## src/rtl/trellisPkg.sv

```systemverilog
package trellisPkg;

   // rotated matched-filter output, one real and one imaginary part per branch
   localparam int ROT_BITS = 10;

   // only the upper bits of the real part enter the metric adder
   localparam int MF_BITS = 8;

   // four guard bits above the branch metric keep the accumulator from wrapping
   localparam int METRIC_BITS = MF_BITS + 4;

   localparam int DECAY_BITS = 8;

   // registered multiplier slice is one bit wider than the metric, the LSB rounds
   localparam int DECAY_OUT_BITS = METRIC_BITS + 1;

   typedef struct packed {
      logic [ROT_BITS-1:0] re;
      logic [ROT_BITS-1:0] im;
   } rotPointT;

   // the four transitions of the two-state trellis for one symbol
   typedef struct packed {
      rotPointT from0To0;
      rotPointT from1To0;
      rotPointT from0To1;
      rotPointT from1To1;
   } branchSetT;

   typedef struct packed {
      logic [METRIC_BITS-1:0] metric;    // decayed survivor metric
      logic                   sel;       // high when the first candidate survived
      rotPointT               point;     // point of the surviving branch
      logic                   normalize; // metric has grown into the top quarter
   } acsStateT;

endpackage

```

## src/rtl/metricDecay.sv

```systemverilog
`timescale 1ns/100ps

// Scales the survivor metric by the decay factor so old symbols fade out.
// The multiply is registered, which gives the one symbol of metric latency
module metricDecay (
   input  logic                                  clk,
   input  logic                                  reset,
   input  logic                                  ce,
   input  logic [trellisPkg::METRIC_BITS-1:0]    survivor,
   input  logic [trellisPkg::DECAY_BITS-1:0]     decayFactor,
   output logic [trellisPkg::DECAY_OUT_BITS-1:0] decayOut
);
   import trellisPkg::*;

   localparam int PROD_BITS = METRIC_BITS + DECAY_BITS;
   localparam int DROP_BITS = PROD_BITS - DECAY_OUT_BITS; // fraction bits below the slice

   logic [PROD_BITS-1:0] product;

   // both operands unsigned, the full 20-bit product is formed before slicing
   assign product = survivor * decayFactor;

   always_ff @(posedge clk) begin
      if (reset) begin
         decayOut <= '0;
      end else if (ce) begin
         decayOut <= product[PROD_BITS-1:DROP_BITS]; // factor 128 is about one half
      end
   end

endmodule

```

## src/rtl/soqpskAcs.sv

```systemverilog
`timescale 1ns/100ps

// Add-compare-select for one state of the two-state SOQPSK trellis.
// Candidate 1 comes from state 0, candidate 2 from state 1
module soqpskAcs #(
   parameter int NORM_OFFSET = 512
) (
   input  logic                               clk,
   input  logic                               reset,
   input  logic                               symEn,
   input  logic [trellisPkg::DECAY_BITS-1:0]  decayFactor,
   input  logic                               normalize,
   input  logic [trellisPkg::METRIC_BITS-1:0] candMet1,
   input  logic [trellisPkg::METRIC_BITS-1:0] candMet2,
   input  trellisPkg::rotPointT               branch1,
   input  trellisPkg::rotPointT               branch2,
   output trellisPkg::acsStateT               state
);
   import trellisPkg::*;

   logic [METRIC_BITS-1:0]    sum1;
   logic [METRIC_BITS-1:0]    sum2;
   logic                      secondWins;
   logic [METRIC_BITS-1:0]    chosenSum;
   logic [METRIC_BITS-1:0]    normDiff;
   logic [METRIC_BITS-1:0]    survivor;
   rotPointT                  chosenPoint;
   logic [DECAY_OUT_BITS-1:0] decayOut;
   logic [METRIC_BITS-1:0]    metricRounded;
   logic                      normFlag;
   logic                      selReg;
   rotPointT                  pointReg;

   // branch metric is the top MF_BITS of the real part, taken as signed
   function automatic logic [METRIC_BITS-1:0] branchSum(
      input logic [METRIC_BITS-1:0] met,
      input rotPointT               pt
   );
      logic [MF_BITS-1:0] mf;
      mf = pt.re[ROT_BITS-1 -: MF_BITS];
      return met + {{(METRIC_BITS-MF_BITS){mf[MF_BITS-1]}}, mf};
   endfunction

   assign sum1 = branchSum(candMet1, branch1);
   assign sum2 = branchSum(candMet2, branch2);

   // on a tie the first candidate stays
   assign secondWins = $signed(sum2) > $signed(sum1);

   assign chosenSum   = secondWins ? sum2 : sum1;
   assign chosenPoint = secondWins ? branch2 : branch1;

   assign normDiff = chosenSum - METRIC_BITS'(NORM_OFFSET);

   // both states see the same normalize level, so their metrics shift together
   // and the comparison in the survivor selector is unaffected
   always_comb begin
      if (!normalize) begin
         survivor = chosenSum;
      end else if (normDiff[METRIC_BITS-1]) begin
         survivor = '0; // sum was below the offset
      end else begin
         survivor = normDiff;
      end
   end

   metricDecay decay (
      .clk         (clk),
      .reset       (reset),
      .ce          (symEn),
      .survivor    (survivor),
      .decayFactor (decayFactor),
      .decayOut    (decayOut)
   );

   // drop the rounding bit and add it back in, which rounds half up
   assign metricRounded = decayOut[DECAY_OUT_BITS-1:1] + METRIC_BITS'(decayOut[0]);

   // 01 in the top bits means the metric is heading for the sign bit
   assign normFlag = decayOut[DECAY_OUT_BITS-1 -: 2] == 2'b01;

   always_ff @(posedge clk) begin
      if (reset) begin
         selReg   <= 1'b0;
         pointReg <= '0;
      end else if (symEn) begin
         selReg   <= ~secondWins;
         pointReg <= chosenPoint;
      end
   end

   assign state = '{
      metric:    metricRounded,
      sel:       selReg,
      point:     pointReg,
      normalize: normFlag
   };

endmodule

```

## src/rtl/soqpskTrellis.sv

```systemverilog
`timescale 1ns/100ps

// Two-state SOQPSK trellis detector core. One ACS unit per state, metrics fed
// back crosswise, then the survivor selector forms the hard decision
module soqpskTrellis #(
   parameter int NORM_OFFSET = 512
) (
   input  logic                               clk,
   input  logic                               reset,
   input  logic                               symEn,
   input  logic [trellisPkg::DECAY_BITS-1:0]  decayFactor,
   input  trellisPkg::branchSetT              branches,
   output logic                               decision,
   output trellisPkg::rotPointT               outPoint,
   output logic                               decisionStrobe,
   output logic [trellisPkg::METRIC_BITS-1:0] metric0,
   output logic [trellisPkg::METRIC_BITS-1:0] metric1
);
   import trellisPkg::*;

   acsStateT acsOut0;
   acsStateT acsOut1;
   logic     normalize;

   // state 0 is reached from state 0 or from state 1
   soqpskAcs #(.NORM_OFFSET(NORM_OFFSET)) acsState0 (
      .clk         (clk),
      .reset       (reset),
      .symEn       (symEn),
      .decayFactor (decayFactor),
      .normalize   (normalize),
      .candMet1    (acsOut0.metric),
      .candMet2    (acsOut1.metric),
      .branch1     (branches.from0To0),
      .branch2     (branches.from1To0),
      .state       (acsOut0)
   );

   soqpskAcs #(.NORM_OFFSET(NORM_OFFSET)) acsState1 (
      .clk         (clk),
      .reset       (reset),
      .symEn       (symEn),
      .decayFactor (decayFactor),
      .normalize   (normalize),
      .candMet1    (acsOut0.metric),
      .candMet2    (acsOut1.metric),
      .branch1     (branches.from0To1),
      .branch2     (branches.from1To1),
      .state       (acsOut1)
   );

   survivorSelect selector (
      .clk            (clk),
      .reset          (reset),
      .symEn          (symEn),
      .state0         (acsOut0),
      .state1         (acsOut1),
      .decision       (decision),
      .outPoint       (outPoint),
      .decisionStrobe (decisionStrobe),
      .normalize      (normalize)
   );

   assign metric0 = acsOut0.metric; // soft-output logic downstream reads both metrics
   assign metric1 = acsOut1.metric;

endmodule

```

## src/rtl/survivorSelect.sv

```systemverilog
`timescale 1ns/100ps

// Picks the better of the two trellis states one cycle after the ACS update
// and hands out its select bit as the hard decision
module survivorSelect (
   input  logic                 clk,
   input  logic                 reset,
   input  logic                 symEn,
   input  trellisPkg::acsStateT state0,
   input  trellisPkg::acsStateT state1,
   output logic                 decision,
   output trellisPkg::rotPointT outPoint,
   output logic                 decisionStrobe,
   output logic                 normalize
);
   import trellisPkg::*;

   logic     symEnD;     // ACS registers hold the new symbol in this cycle
   logic     pickState1;
   acsStateT winner;

   // metrics are non-negative after saturation, so compare them unsigned.
   // State 0 keeps ties
   assign pickState1 = state1.metric > state0.metric;
   assign winner     = pickState1 ? state1 : state0;

   always_ff @(posedge clk) begin
      if (reset) begin
         symEnD         <= 1'b0;
         decisionStrobe <= 1'b0;
      end else begin
         symEnD         <= symEn;
         decisionStrobe <= symEnD; // single pulse, symEn is never back to back
      end
   end

   always_ff @(posedge clk) begin
      if (reset) begin
         decision <= 1'b0;
         outPoint <= '0;
      end else if (symEnD) begin
         decision <= winner.sel;
         outPoint <= winner.point;
      end
   end

   // either state close to overflow pulls both down on the next symbol
   assign normalize = state0.normalize | state1.normalize;

endmodule

```

## config.mk

```make
export PLATFORM = sky130hd
export DESIGN_NAME = soqpskTrellis
export DESIGN_NICKNAME = d
export VERILOG_FILES = /design/src/rtl/trellisPkg.sv /design/src/rtl/metricDecay.sv /design/src/rtl/soqpskAcs.sv /design/src/rtl/soqpskTrellis.sv /design/src/rtl/survivorSelect.sv
export SDC_FILE = /design/constraint.sdc
export NUM_CORES = 1
export LEC_CHECK = 0
export BUFFER_PORTS_ARGS = -buffer_cell sky130_fd_sc_hd__buf_4
export CAP_MARGIN = 10
export CORE_ASPECT_RATIO = 2
export CORE_MARGIN = 5
export CORE_UTILIZATION = 40
export CTS_CLUSTER_DIAMETER = 120
export DETAILED_ROUTE_END_ITERATION = 7
export SYNTH_ARGS = -nofsm -noshare
export SYNTH_HDL_FRONTEND = slang
export SYNTH_HIERARCHICAL = 1
export SYNTH_SLANG_ARGS = --single-unit
```

## constraint.sdc

```tcl
create_clock -name clk -period 9.2 [get_ports clk]
set_input_delay 0.46 -clock clk [delete_from_list [all_inputs] [get_ports clk]]
set_output_delay 0.46 -clock clk [all_outputs]
set_load 0.05 [all_outputs]
```

==> metrics.txt, run 1 <==
max-cap violation count=0; data required time at the worst endpoint=approximately 9400 ps; worst clock skew=slightly above 8 ps; Yosys top cell by area=fa_1; routed wire length=slightly below 50,000 um; most common cell in the synthesized netlist=inv_1; layout cells sized above 1=between 30% and 40%; placeable core region=0.03495 mm2; global route overflow=0; remaining max-slew budget at the tightest pin=48.86%; routability congestion estimate=0.8937; mean instance size in the synthesized netlist=8.637 um2; total clock buffers created by CTS=9; detailed router's first-iteration violation count=between 400 and 500; nets=around 2,400; CP endpoint kind=flip-flop; top cells by count, synth=inv_1, ha_1, and2_1; prevailing post-synth register cell=dfxtp_1; count of synthesis-stage warnings from yosys=6; syn nets=2,009; post-synthesis instance total=between 1,500 and 2,000; root buffer cell=clkbuf_16; unrepaired setup endpoints after global routing=yes; sequential cell area fraction in the yosys report=about 13%; worst slew pin tran=around 750 ps; H-tree depth=3; endpoints failing hold=0; Min-Delay Path Depth=3; average wire length per cell after detail routing=between 15 and 20 um; total iterations of the first detailed-routing run=5; status=finished, final reports clean; clk sinks=a little over 90; Syn-to-layout area delta=39.72%; number of global-route vias before repair=~14,000; final number of setup-violating endpoints=0; register bit count reported by yosys=just over 90; initial antenna violation count=0; time the worst path needs with I/O delays and setup=approximately 9200 ps; netlist area before placement=approximately 0.014 mm2; via count normalized by instance count=5.388; Hold Crit Class=input port to flip-flop; Antenna Violating Nets Remaining=0; input/output buffers=136; drt drc=0; largest buffer count on any clock path=2; number of distinct standard cells referenced by the synthesized netlist=slightly above 80; all-layer global routing usage=around a quarter; clock transition at the registers of the reported paths=approximately 70 ps; maximum number of pins on one net before global-route repair=69; fmax=about 110 MHz; startpoint-to-endpoint class of the critical path=flip-flop to flip-flop; share of the clock period used by the worst path=between 90 and 100%; number of cell instances on the worst register-to-register path=44; TritonCTS clock tree=built; Worst Path Max Fanout=4; Die Outline Area=0.03946 mm2; post-detail-place hpwl=between 30,000 and 40,000 um; crit path DAT=approximately 9400 ps; wire length of the first global-routing pass=~73,000 um; max-slew violation total from the final report=0; top-area cell type share of the netlist area=about 17%; height of the die=276.0 um; horizontal die dimension=between 100 and 150 um; proportion of register bits with asynchronous set or reset after synthesis=0%; number of enable-type register cells in the synthesized netlist=0; site row count=97; count of vias placed by the detailed router=13,249; type of origin of the critical path=flip-flop; sum of negative setup slack=0 ps; Starting Density=between 40 and 50%; clock network latency to the later pin of the worst-skew pair=360 ps; count of pins on the block boundary=137; leading post-synthesis cells by cell area=fa_1, ha_1, dfxtp_1, and2_1, inv_1; highest cell delay on the worst timing path=between 500 and 600 ps; antenna cells=0; master of the slowest instance on the critical path=fa_1
## critical path: cells and delay by family (launching register included)
kind                     cells  cell delay (ps)
AO/OA/AOI/OAI               10             2050
adder cells (fa/ha/maj)      8             2980
XOR/XNOR                     1              270
AND/OR/NAND/NOR             14             1990
multiplexers                 1              240
flip-flops                   1              390
buffers and inverters       10             1130
## cell usage in the layout (no fill, tap or decap), types with 8 or more instances in the layout
cell type,synthesis,layout
nor2_1,116,94
xnor2_1,53,37
a21oi_2,4,22
buf_4,9,385
dfxtp_1,91,81
xnor2_4,0,8
nor2b_1,42,42
and2_2,12,12
a21o_1,31,30
o21a_1,13,13
inv_2,0,15
and3_1,20,15
buf_6,8,28
ha_1,158,119
clkbuf_16,0,9
a211oi_1,48,47
and2_1,138,122
fa_2,0,12
buf_12,3,10
nand4_1,17,17
dfxtp_2,0,10
nor2_4,0,20
and2_4,0,16
inv_1,214,199
nor3_1,11,11
mux2i_1,67,65
xnor2_2,0,8
ha_4,0,38
fa_1,122,110
a221oi_2,25,25
a21oi_1,62,38
xor2_1,21,14
o21ai_1,6,10
nand2_1,83,75
nand2b_1,23,20
nand3_1,23,12
o21bai_1,25,24
## layout make-up
cell class | instances | area [um2]
clock buffer | 11 | 242.7
clock inverter | 5 | 60.06
fill | 3152 | 15190
inverter | 214 | 803.3
multi-input combinational | 1270 | 12860
sequential | 91 | 1834
tap | 445 | 556.8
timing repair buffer | 423 | 3406
## worst paths after layout
check,to,slack (ps),startpoint
hold / removal,acsState1/state[10]$_SDFFE_PP0P_,450,branches[9]
setup / recovery,acsState0/decay/decayOut[4]$_SDFFE_PP0P_,9,acsState0/decay/decayOut[3]$_SDFFE_PP0P_
setup reg to reg,acsState0/decay/decayOut[4]$_SDFFE_PP0P_,9,acsState0/decay/decayOut[3]$_SDFFE_PP0P_
hold reg to reg,selector/outPoint[13]$_SDFFE_PP0P_,470,acsState1/state[14]$_SDFFE_PP0P_
## stage by stage
| stage | hold slack (ps) | std cells | util, % | cell area [um2] | worst slack, ps |
|---|---|---|---|---|---|
| 3_3_place_gp | 445.5 | 2377 | 50.13 | 17520 | -302.9 |
| 3_5_place_dp | 456.0 | 2377 | 50.13 | 17520 | -436.9 |
| 6_report | 447.3 | 2459 | 56.55 | 19770 | 9.128 |
| 2_1_floorplan | 438.8 | 1638 | - | 14580 | 8.022 |
| 4_1_cts | 442.3 | 2417 | 52.53 | 18360 | 4.674 |
| 5_1_grt | 465.3 | 2459 | 56.55 | 19770 | -313.5 |
## sequential cells by signal (all words and copies together) (netlist names)
register	count
selector/decisionStrobe	1
selector/outPoint	20
acsState1/selReg	1
acsState1/decay/decayOut	13
acsState0/state	20
selector/symEnD	1
acsState0/selReg	1
acsState0/decay/decayOut	13
selector/decision	1
acsState1/state	20
## cells by family (layout without fill, tap and decap cells)
group	after synthesis	in the layout	synth area share, %
AND/OR/NAND/NOR	524	526	19.83
AO/OA/AOI/OAI	321	321	18.16
flip-flops	91	91	12.88
multiplexers	69	69	4.900
adder cells (fa/ha/maj)	280	280	31.24
XOR/XNOR	74	74	4.581
buffers and inverters	279	653	8.420
## what timing repair did
action	in CTS	in global routing
buffers inserted	22	46
pin swaps	52	154
gates cloned	2	0
setup endpoints to repair	23	26
resized for setup	81	208
hold buffers	0	0
## routing by layer
metal | GRT usage [%] | vias up | part of all wire (%)
met5 | 0 | - | 0
met4 | 16.93 | 0 | 8.7
met3 | 1.970 | 138 | 3.3
met2 | 47.52 | 329 | 56
met1 | 21.73 | 6452 | 32
li1 | - | 6330 | -
Power of run 1 is left out: the tool's default activity adds up to more than one toggle a clock period on the data nets, which glitch-free logic cannot reach.
==> run 2, diff against run 1 <==
--- a/config.mk
+++ b/config.mk
@@ -14,5 +14,4 @@
 export DETAILED_ROUTE_END_ITERATION = 7
 export SYNTH_ARGS = -nofsm -noshare
 export SYNTH_HDL_FRONTEND = slang
-export SYNTH_HIERARCHICAL = 1
 export SYNTH_SLANG_ARGS = --single-unit
==> run 2 against run 1 <==
The flow now finishes with violations (setup timing). Wire length down 5.4%. Synthesized cell count down 2.0%. Critical path depth up 6. Highest routed layer unchanged. Fmax down 5.4%. Via count down 2.1%. Worst setup slack worse by 530 ps. Flip-flop and latch count unchanged.
==> metrics.txt, run 2 <==
number of distinct standard cells referenced by the synthesized netlist=78 (-4.9%); unrepaired setup endpoints after global routing=yes; routability congestion estimate=0.9310 (+4.2%); total iterations of the first detailed-routing run=5 (unchanged); maximum number of pins on one net before global-route repair=100 (+45%); horizontal die dimension=140.2 um (-2.0%); netlist area before placement=0.01355 mm2 (-4.2%); data required time at the worst endpoint=9460 ps (+20 ps); CP endpoint kind=flip-flop; leading post-synthesis cells by cell area=fa_1, ha_1, dfxtp_1, and2_1, inv_1; time the worst path needs with I/O delays and setup=9716 ps (+525.2 ps); root buffer cell=clkbuf_16; post-synthesis instance total=1,606 (-2.0%); all-layer global routing usage=23.81% (about the same); share of the clock period used by the worst path=105.6% (+5.7 points); Global Route met2 Usage=46.94% (-0.58 points); remaining max-slew budget at the tightest pin=27.48% (-21 points); Syn-to-layout area delta=40.78%; mean instance size in the synthesized netlist=8.440 um2 (-2.3%); H-tree depth=3 (unchanged); nets=2,413 (+1.4%); largest buffer count on any clock path=2 (unchanged); clock network latency to the later pin of the worst-skew pair=370 ps (about the same); number of global-route vias before repair=13,806 (-1.2%); flop-to-flop setup slack=-520 ps (-530 ps); number of fill cells in the layout=3,055 (-3.1%); TritonCTS clock tree=built; Hold Crit Class=input port to flip-flop; Die Outline Area=0.03789 mm2 (-4.0%); placeable core region=0.03352 mm2 (-4.1%); routed wire length=45,880 um (-5.4%); final number of setup-violating endpoints=18 (+18); height of the die=270.3 um (-2.0%); prevailing post-synth register cell=dfxtp_1; average wire length per cell after detail routing=18.53 um (-6.1%); multi-input gate area in the final layout=0.01182 mm2 (-8.1%); post-detail-place hpwl=37,710 um (-4.3%); Sequential Area=0.001834 mm2 (unchanged); total clock buffers created by CTS=9 (unchanged); Worst Path Max Fanout=6 (+2); wire length of the first global-routing pass=71,920 um (-1.8%); initial antenna violation count=0 (unchanged); most common cell in the synthesized netlist=inv_1; violated checks=setup timing; most utilized layer in the global route result=met2; Starting Density=40.44% (about the same); status=finished with violations; worst clock skew=13.83 ps (+5.691 ps); top-area cell type share of the netlist area=18.02% (+0.76 points); antenna cells=0 (unchanged); met1 Usage GRT=23.20% (+1.5 points); highest cell delay on the worst timing path=550 ps (-20 ps); input/output buffers=136 (unchanged); site row count=95 (-2.1%); GR Util met3=1.984% (+0.014 points); count of vias placed by the detailed router=12,965 (-2.1%); number of enable-type register cells in the synthesized netlist=0 (unchanged); count of pins on the block boundary=137 (unchanged); minimum setup slack after placement=-872.8 ps (-435.9 ps); fmax=102.9 MHz (-5.4%); clk sinks=91 (unchanged); hold-fix buffers at CTS=0 (unchanged); worst-case setup margin in the final layout=-516.0 ps (-525.2 ps); count of synthesis-stage warnings from yosys=0 (-6); top cells by count, synth=inv_1, ha_1, nor2_1; max-slew violation total from the final report=0 (unchanged); syn nets=1,984 (-1.2%); via count normalized by instance count=5.236 (-2.8%); endpoints failing hold=0 (unchanged); register bit count reported by yosys=91 (unchanged); crit path DAT=9970 ps (+540 ps); worst slew pin tran=1088 ps (+342.0 ps); max-cap violation count=0 (unchanged); clock transition at the registers of the reported paths=70 ps (about the same); startpoint-to-endpoint class of the critical path=flip-flop to flip-flop; Antenna Violating Nets Remaining=0 (unchanged); type of origin of the critical path=flip-flop; layout cells sized above 1=35.59% (-1.3 points); global route overflow=0 (unchanged); leading cell types in the layout, fill and taps excluded=buf_4, inv_1, ha_1; leading cell type in the layout, fill and taps excluded=buf_4; drt drc=0 (unchanged); master of the slowest instance on the critical path=fa_1; sequential cell area fraction in the yosys report=13.44% (+0.56 points); detailed router's first-iteration violation count=495 (+7.8%); Yosys top cell by area=fa_1; proportion of register bits with asynchronous set or reset after synthesis=0% (unchanged)
==> run 2: what timing repair did <==
item                                    in CTS  in global routing
gates cloned                                 1                  1
setup buffers                               50                 31
pin swaps                                   61                 99
gates resized for setup                     65                110
endpoints found under the setup margin      26                 26
==> run 2: worst paths after layout <==
kind | start | to | depth (start not counted)
worst max-delay path | acsState1.decay.decayOut[0]$_SDFFE_PP0P_ | acsState1.decay.decayOut[8]$_SDFFE_PP0P_ | 50
worst min-delay path | branches[59] | acsState0.state[20]$_SDFFE_PP0P_ | 3
worst max register to register | acsState1.decay.decayOut[0]$_SDFFE_PP0P_ | acsState1.decay.decayOut[8]$_SDFFE_PP0P_ | 50
worst min register to register | acsState0.state[14]$_SDFFE_PP0P_ | acsState0.state[14]$_SDFFE_PP0P_ | 2
==> run 2: cell families after synthesis <==
logic type      synth area share, %
simple gates                  20.04
flops                         13.44
compound gates                15.10
xor+xnor                      4.772
mux                           5.215
fa+ha+maj                     33.33
buf+inv                       8.096
==> run 2: critical path: cells and delay by family, from the launching register on <==
kind	cells	cell delay (ps)
buffers and inverters	9	980
muxes	1	150
and+or+nand+nor	15	2040
adders and majority gates	10	3360
AOI/OAI and AO/OA	13	2380
DFF	1	360
xor gates and xnor gates	2	290
==> run 2: per-layer routing <==
| layer | share of wire (%) | up-vias |
|---|---|---|
| li1 | - | 6298 |
| met1 | 35 | 6253 |
| met2 | 56 | 291 |
| met3 | 2.7 | 123 |
| met4 | 6.7 | 0 |
| met5 | 0 | - |
==> run 2: stage by stage <==
step / instance area [um2] / hold slack (ps) / util, % / setup TNS, ps / std cells
after detailed placement: 17310 / 476.1 / 51.65 / -11290 / 2379
after global placement: 17310 / 470.9 / 51.65 / -7546 / 2379
after floorplan: 13980 / 446.1 / - / -220.9 / 1606
after CTS: 18280 / 428.4 / 54.52 / -7761 / 2444
final: 19080 / 429.4 / 56.93 / -5164 / 2476
after global routing: 19080 / 453.1 / 56.93 / -14760 / 2476
==> run 2: cell type report <==
cell class	count	area share [%]
Tap cell	436	2.859
Timing Repair Buffer	498	20.37
Multi-Input combinational cell	1249	61.95
Inverter	186	3.672
Clock inverter	7	0.3606
Sequential cell	91	9.612
Clock buffer	9	1.180
Power of run 2 is left out for the same reason.
==> run 3, diff against run 2 <==
==> constraint.sdc (replaced) <==
create_clock -name clk -period 11.6 [get_ports clk]
set_input_delay 0.58 -clock clk [delete_from_list [all_inputs] [get_ports clk]]
set_output_delay 0.58 -clock clk [all_outputs]
set_load 0.05 [all_outputs]
==> run 3 against run 2 <==
The flow now finishes without violations. Register-to-register slack better by 1000 ps. Critical path depth shrank 10. Non-clock buffer count down 321. Die area unchanged. Core utilization shrank 11 points. Via count fell by 10%. Fmax shrank 12%. Critical path type unchanged.
==> metrics.txt, run 3 (synthesized netlist as in run 2, its figures left out) <==
number of global-route vias before repair=12,319 (-11%); Inst Count DP=2,136 (-10%); layout cells sized above 1=13.64% (-22 points); worst slew pin tran=943.0 ps (-144.8 ps); hold path startpoint=acsState0.decay.decayOut[6]$_SDFFE_PP0P_; via count normalized by instance count=5.415 (+3.4%); detailed router's first-iteration violation count=413 (-17%); Crit Reg-Reg Endpoint=acsState0.decay.decayOut[7]$_SDFFE_PP0P_; number of cell instances on the worst register-to-register path=40 (-20%); number of fill cells in the layout=3,339 (+9.3%); clock transition at the registers of the reported paths=80 ps (about the same); Worst Path Max Fanout=9 (+3); clock network latency to the later pin of the worst-skew pair=360 ps (about the same); largest buffer count on any clock path=2 (unchanged); type of origin of the critical path=flip-flop; fmax=90.29 MHz (-12%); startpoint-to-endpoint class of the critical path=flip-flop to flip-flop; Syn-to-layout area delta=13.80%; met1 wire length=13,990 um (-12%); input/output buffers=136 (unchanged); endpoints failing hold=0 (unchanged); met3 wirelength from detailed routing=1187 um (-4.0%); TritonCTS clock tree=built; wire length of the first global-routing pass=66,710 um (-7.2%); remaining max-slew budget at the tightest pin=36.68% (+9.2 points); total iterations of the first detailed-routing run=6 (+1); placeable core region=0.03352 mm2 (unchanged); height of the die=270.3 um (unchanged); average wire length per cell after detail routing=19.55 um (+5.5%); Min-Delay Path Depth=2 (-1); clk sinks=91 (unchanged); horizontal die dimension=140.2 um (unchanged); multi-input gate area in the final layout=0.01074 mm2 (-9.2%); worst clock skew=16.36 ps (+2.525 ps); Starting Density=40.44% (unchanged); Antenna Violating Nets Remaining=0 (unchanged); count of vias placed by the detailed router=11,653 (-10%); root buffer cell=clkbuf_16; count of pins on the block boundary=137 (unchanged); max-slew violation total from the final report=0 (unchanged); antenna cells=0 (unchanged); leading cell type in the layout, fill and taps excluded=inv_1; H-tree depth=3 (unchanged); Reg2Reg Launch Point=acsState0.decay.decayOut[0]$_SDFFE_PP0P_; CP endpoint kind=flip-flop; routed length on met2=23,620 um (-8.2%); Sequential Area=0.001822 mm2 (-0.68%); global route overflow=0 (unchanged); routed wire length=42,080 um (-8.3%); all-layer global routing usage=22.32% (-1.5 points); post-layout instance count excluding filler cells=2,152 (-13%); post-detail-place hpwl=35,490 um (-5.9%); master of the slowest instance on the critical path=or4_1; max-cap violation count=0 (unchanged); cell repeated most along the worst path=a21oi_1; Hold Crit Class=flip-flop to flip-flop; time the worst path needs with I/O delays and setup=11,080 ps (+1359 ps); highest cell delay on the worst timing path=570 ps (+20 ps); Die Outline Area=0.03789 mm2 (unchanged); maximum number of pins on one net before global-route repair=56 (-44%); total clock buffers created by CTS=9 (unchanged); flop-to-flop setup slack=520 ps (+1040 ps); final number of setup-violating endpoints=0 (-18); routability congestion estimate=1.002 (+7.6%); status=finished, final reports clean; data required time at the worst endpoint=11,840 ps (+2380 ps); crit path DAT=11,320 ps (+1350 ps); leading cell types in the layout, fill and taps excluded=inv_1, buf_4, ha_1; nets=2,090 (-13%); drt drc=0 (unchanged); worst hold endpoint=acsState0.decay.decayOut[6]$_SDFFE_PP0P_; initial antenna violation count=0 (unchanged); top routing layer in use=met4; share of the clock period used by the worst path=95.48% (-10 points); site row count=95 (unchanged); hold-fix buffers at CTS=0 (unchanged)
[run 3: layout make-up]
class,instances,share of cell area (%)
Inverter,186,4.526
Multi-Input combinational cell,1247,69.62
Clock buffer,9,1.460
Sequential cell,91,11.81
Clock inverter,6,0.4299
Timing Repair Buffer,177,8.615
Tap cell,436,3.537
[run 3: critical path: cells and delay by family, from the launching register on]
family,cells,cell delay [ps]
fa+ha+maj,11,4220
compound gates,18,3740
simple gates,5,1580
mux,1,400
flops,1,330
buf+inv,4,330
xor+xnor,1,310
[run 3: worst max-delay path by stage]
stage	startpoint	cells past startpoint	endpoint	slack, ps
4_1_cts	acsState1.decay.decayOut[0]$_SDFFE_PP0P_	40	acsState0.decay.decayOut[11]$_SDFFE_PP0P_	190
2_1_floorplan	acsState1.decay.decayOut[0]$_SDFFE_PP0P_	48	acsState1.decay.decayOut[6]$_SDFFE_PP0P_	1450
3_5_place_dp	acsState1.decay.decayOut[0]$_SDFFE_PP0P_	40	acsState0.decay.decayOut[11]$_SDFFE_PP0P_	200
5_1_grt	acsState0.decay.decayOut[0]$_SDFFE_PP0P_	47	acsState1.decay.decayOut[10]$_SDFFE_PP0P_	-5
6_report	acsState0.decay.decayOut[0]$_SDFFE_PP0P_	40	acsState0.decay.decayOut[7]$_SDFFE_PP0P_	520
3_3_place_gp	acsState1.decay.decayOut[0]$_SDFFE_PP0P_	40	acsState0.decay.decayOut[11]$_SDFFE_PP0P_	290
[run 3: stage by stage]
| stage | TNS [ps] | instance area, um2 | setup slack (ps) | utilization [%] | hold WS, ps |
|---|---|---|---|---|---|
| 6_report | 0 | 15420 | 524.5 | 46.02 | 471.6 |
| 5_1_grt | -4.975 | 15420 | -4.975 | 46.02 | 496.0 |
| 4_1_cts | 0 | 15330 | 191.4 | 45.73 | 476.5 |
| 3_5_place_dp | 0 | 15040 | 196.5 | 44.86 | 466.8 |
| 3_3_place_gp | 0 | 15040 | 285.9 | 44.86 | 461.5 |
| 2_1_floorplan | 0 | 13550 | 1447 | - | 446.1 |
[run 3: metal layers]
layer	track usage, %	vias to the layer above
met5	0	-
met4	14.73	0
met3	2.002	105
met2	44.28	281
met1	20.93	5629
li1	-	5638
[run 3: what timing repair did]
item,in CTS,in global routing
resized for setup,0,22
setup buffers,0,1
setup endpoints to repair,0,17
Power of run 3 is left out for the same reason.
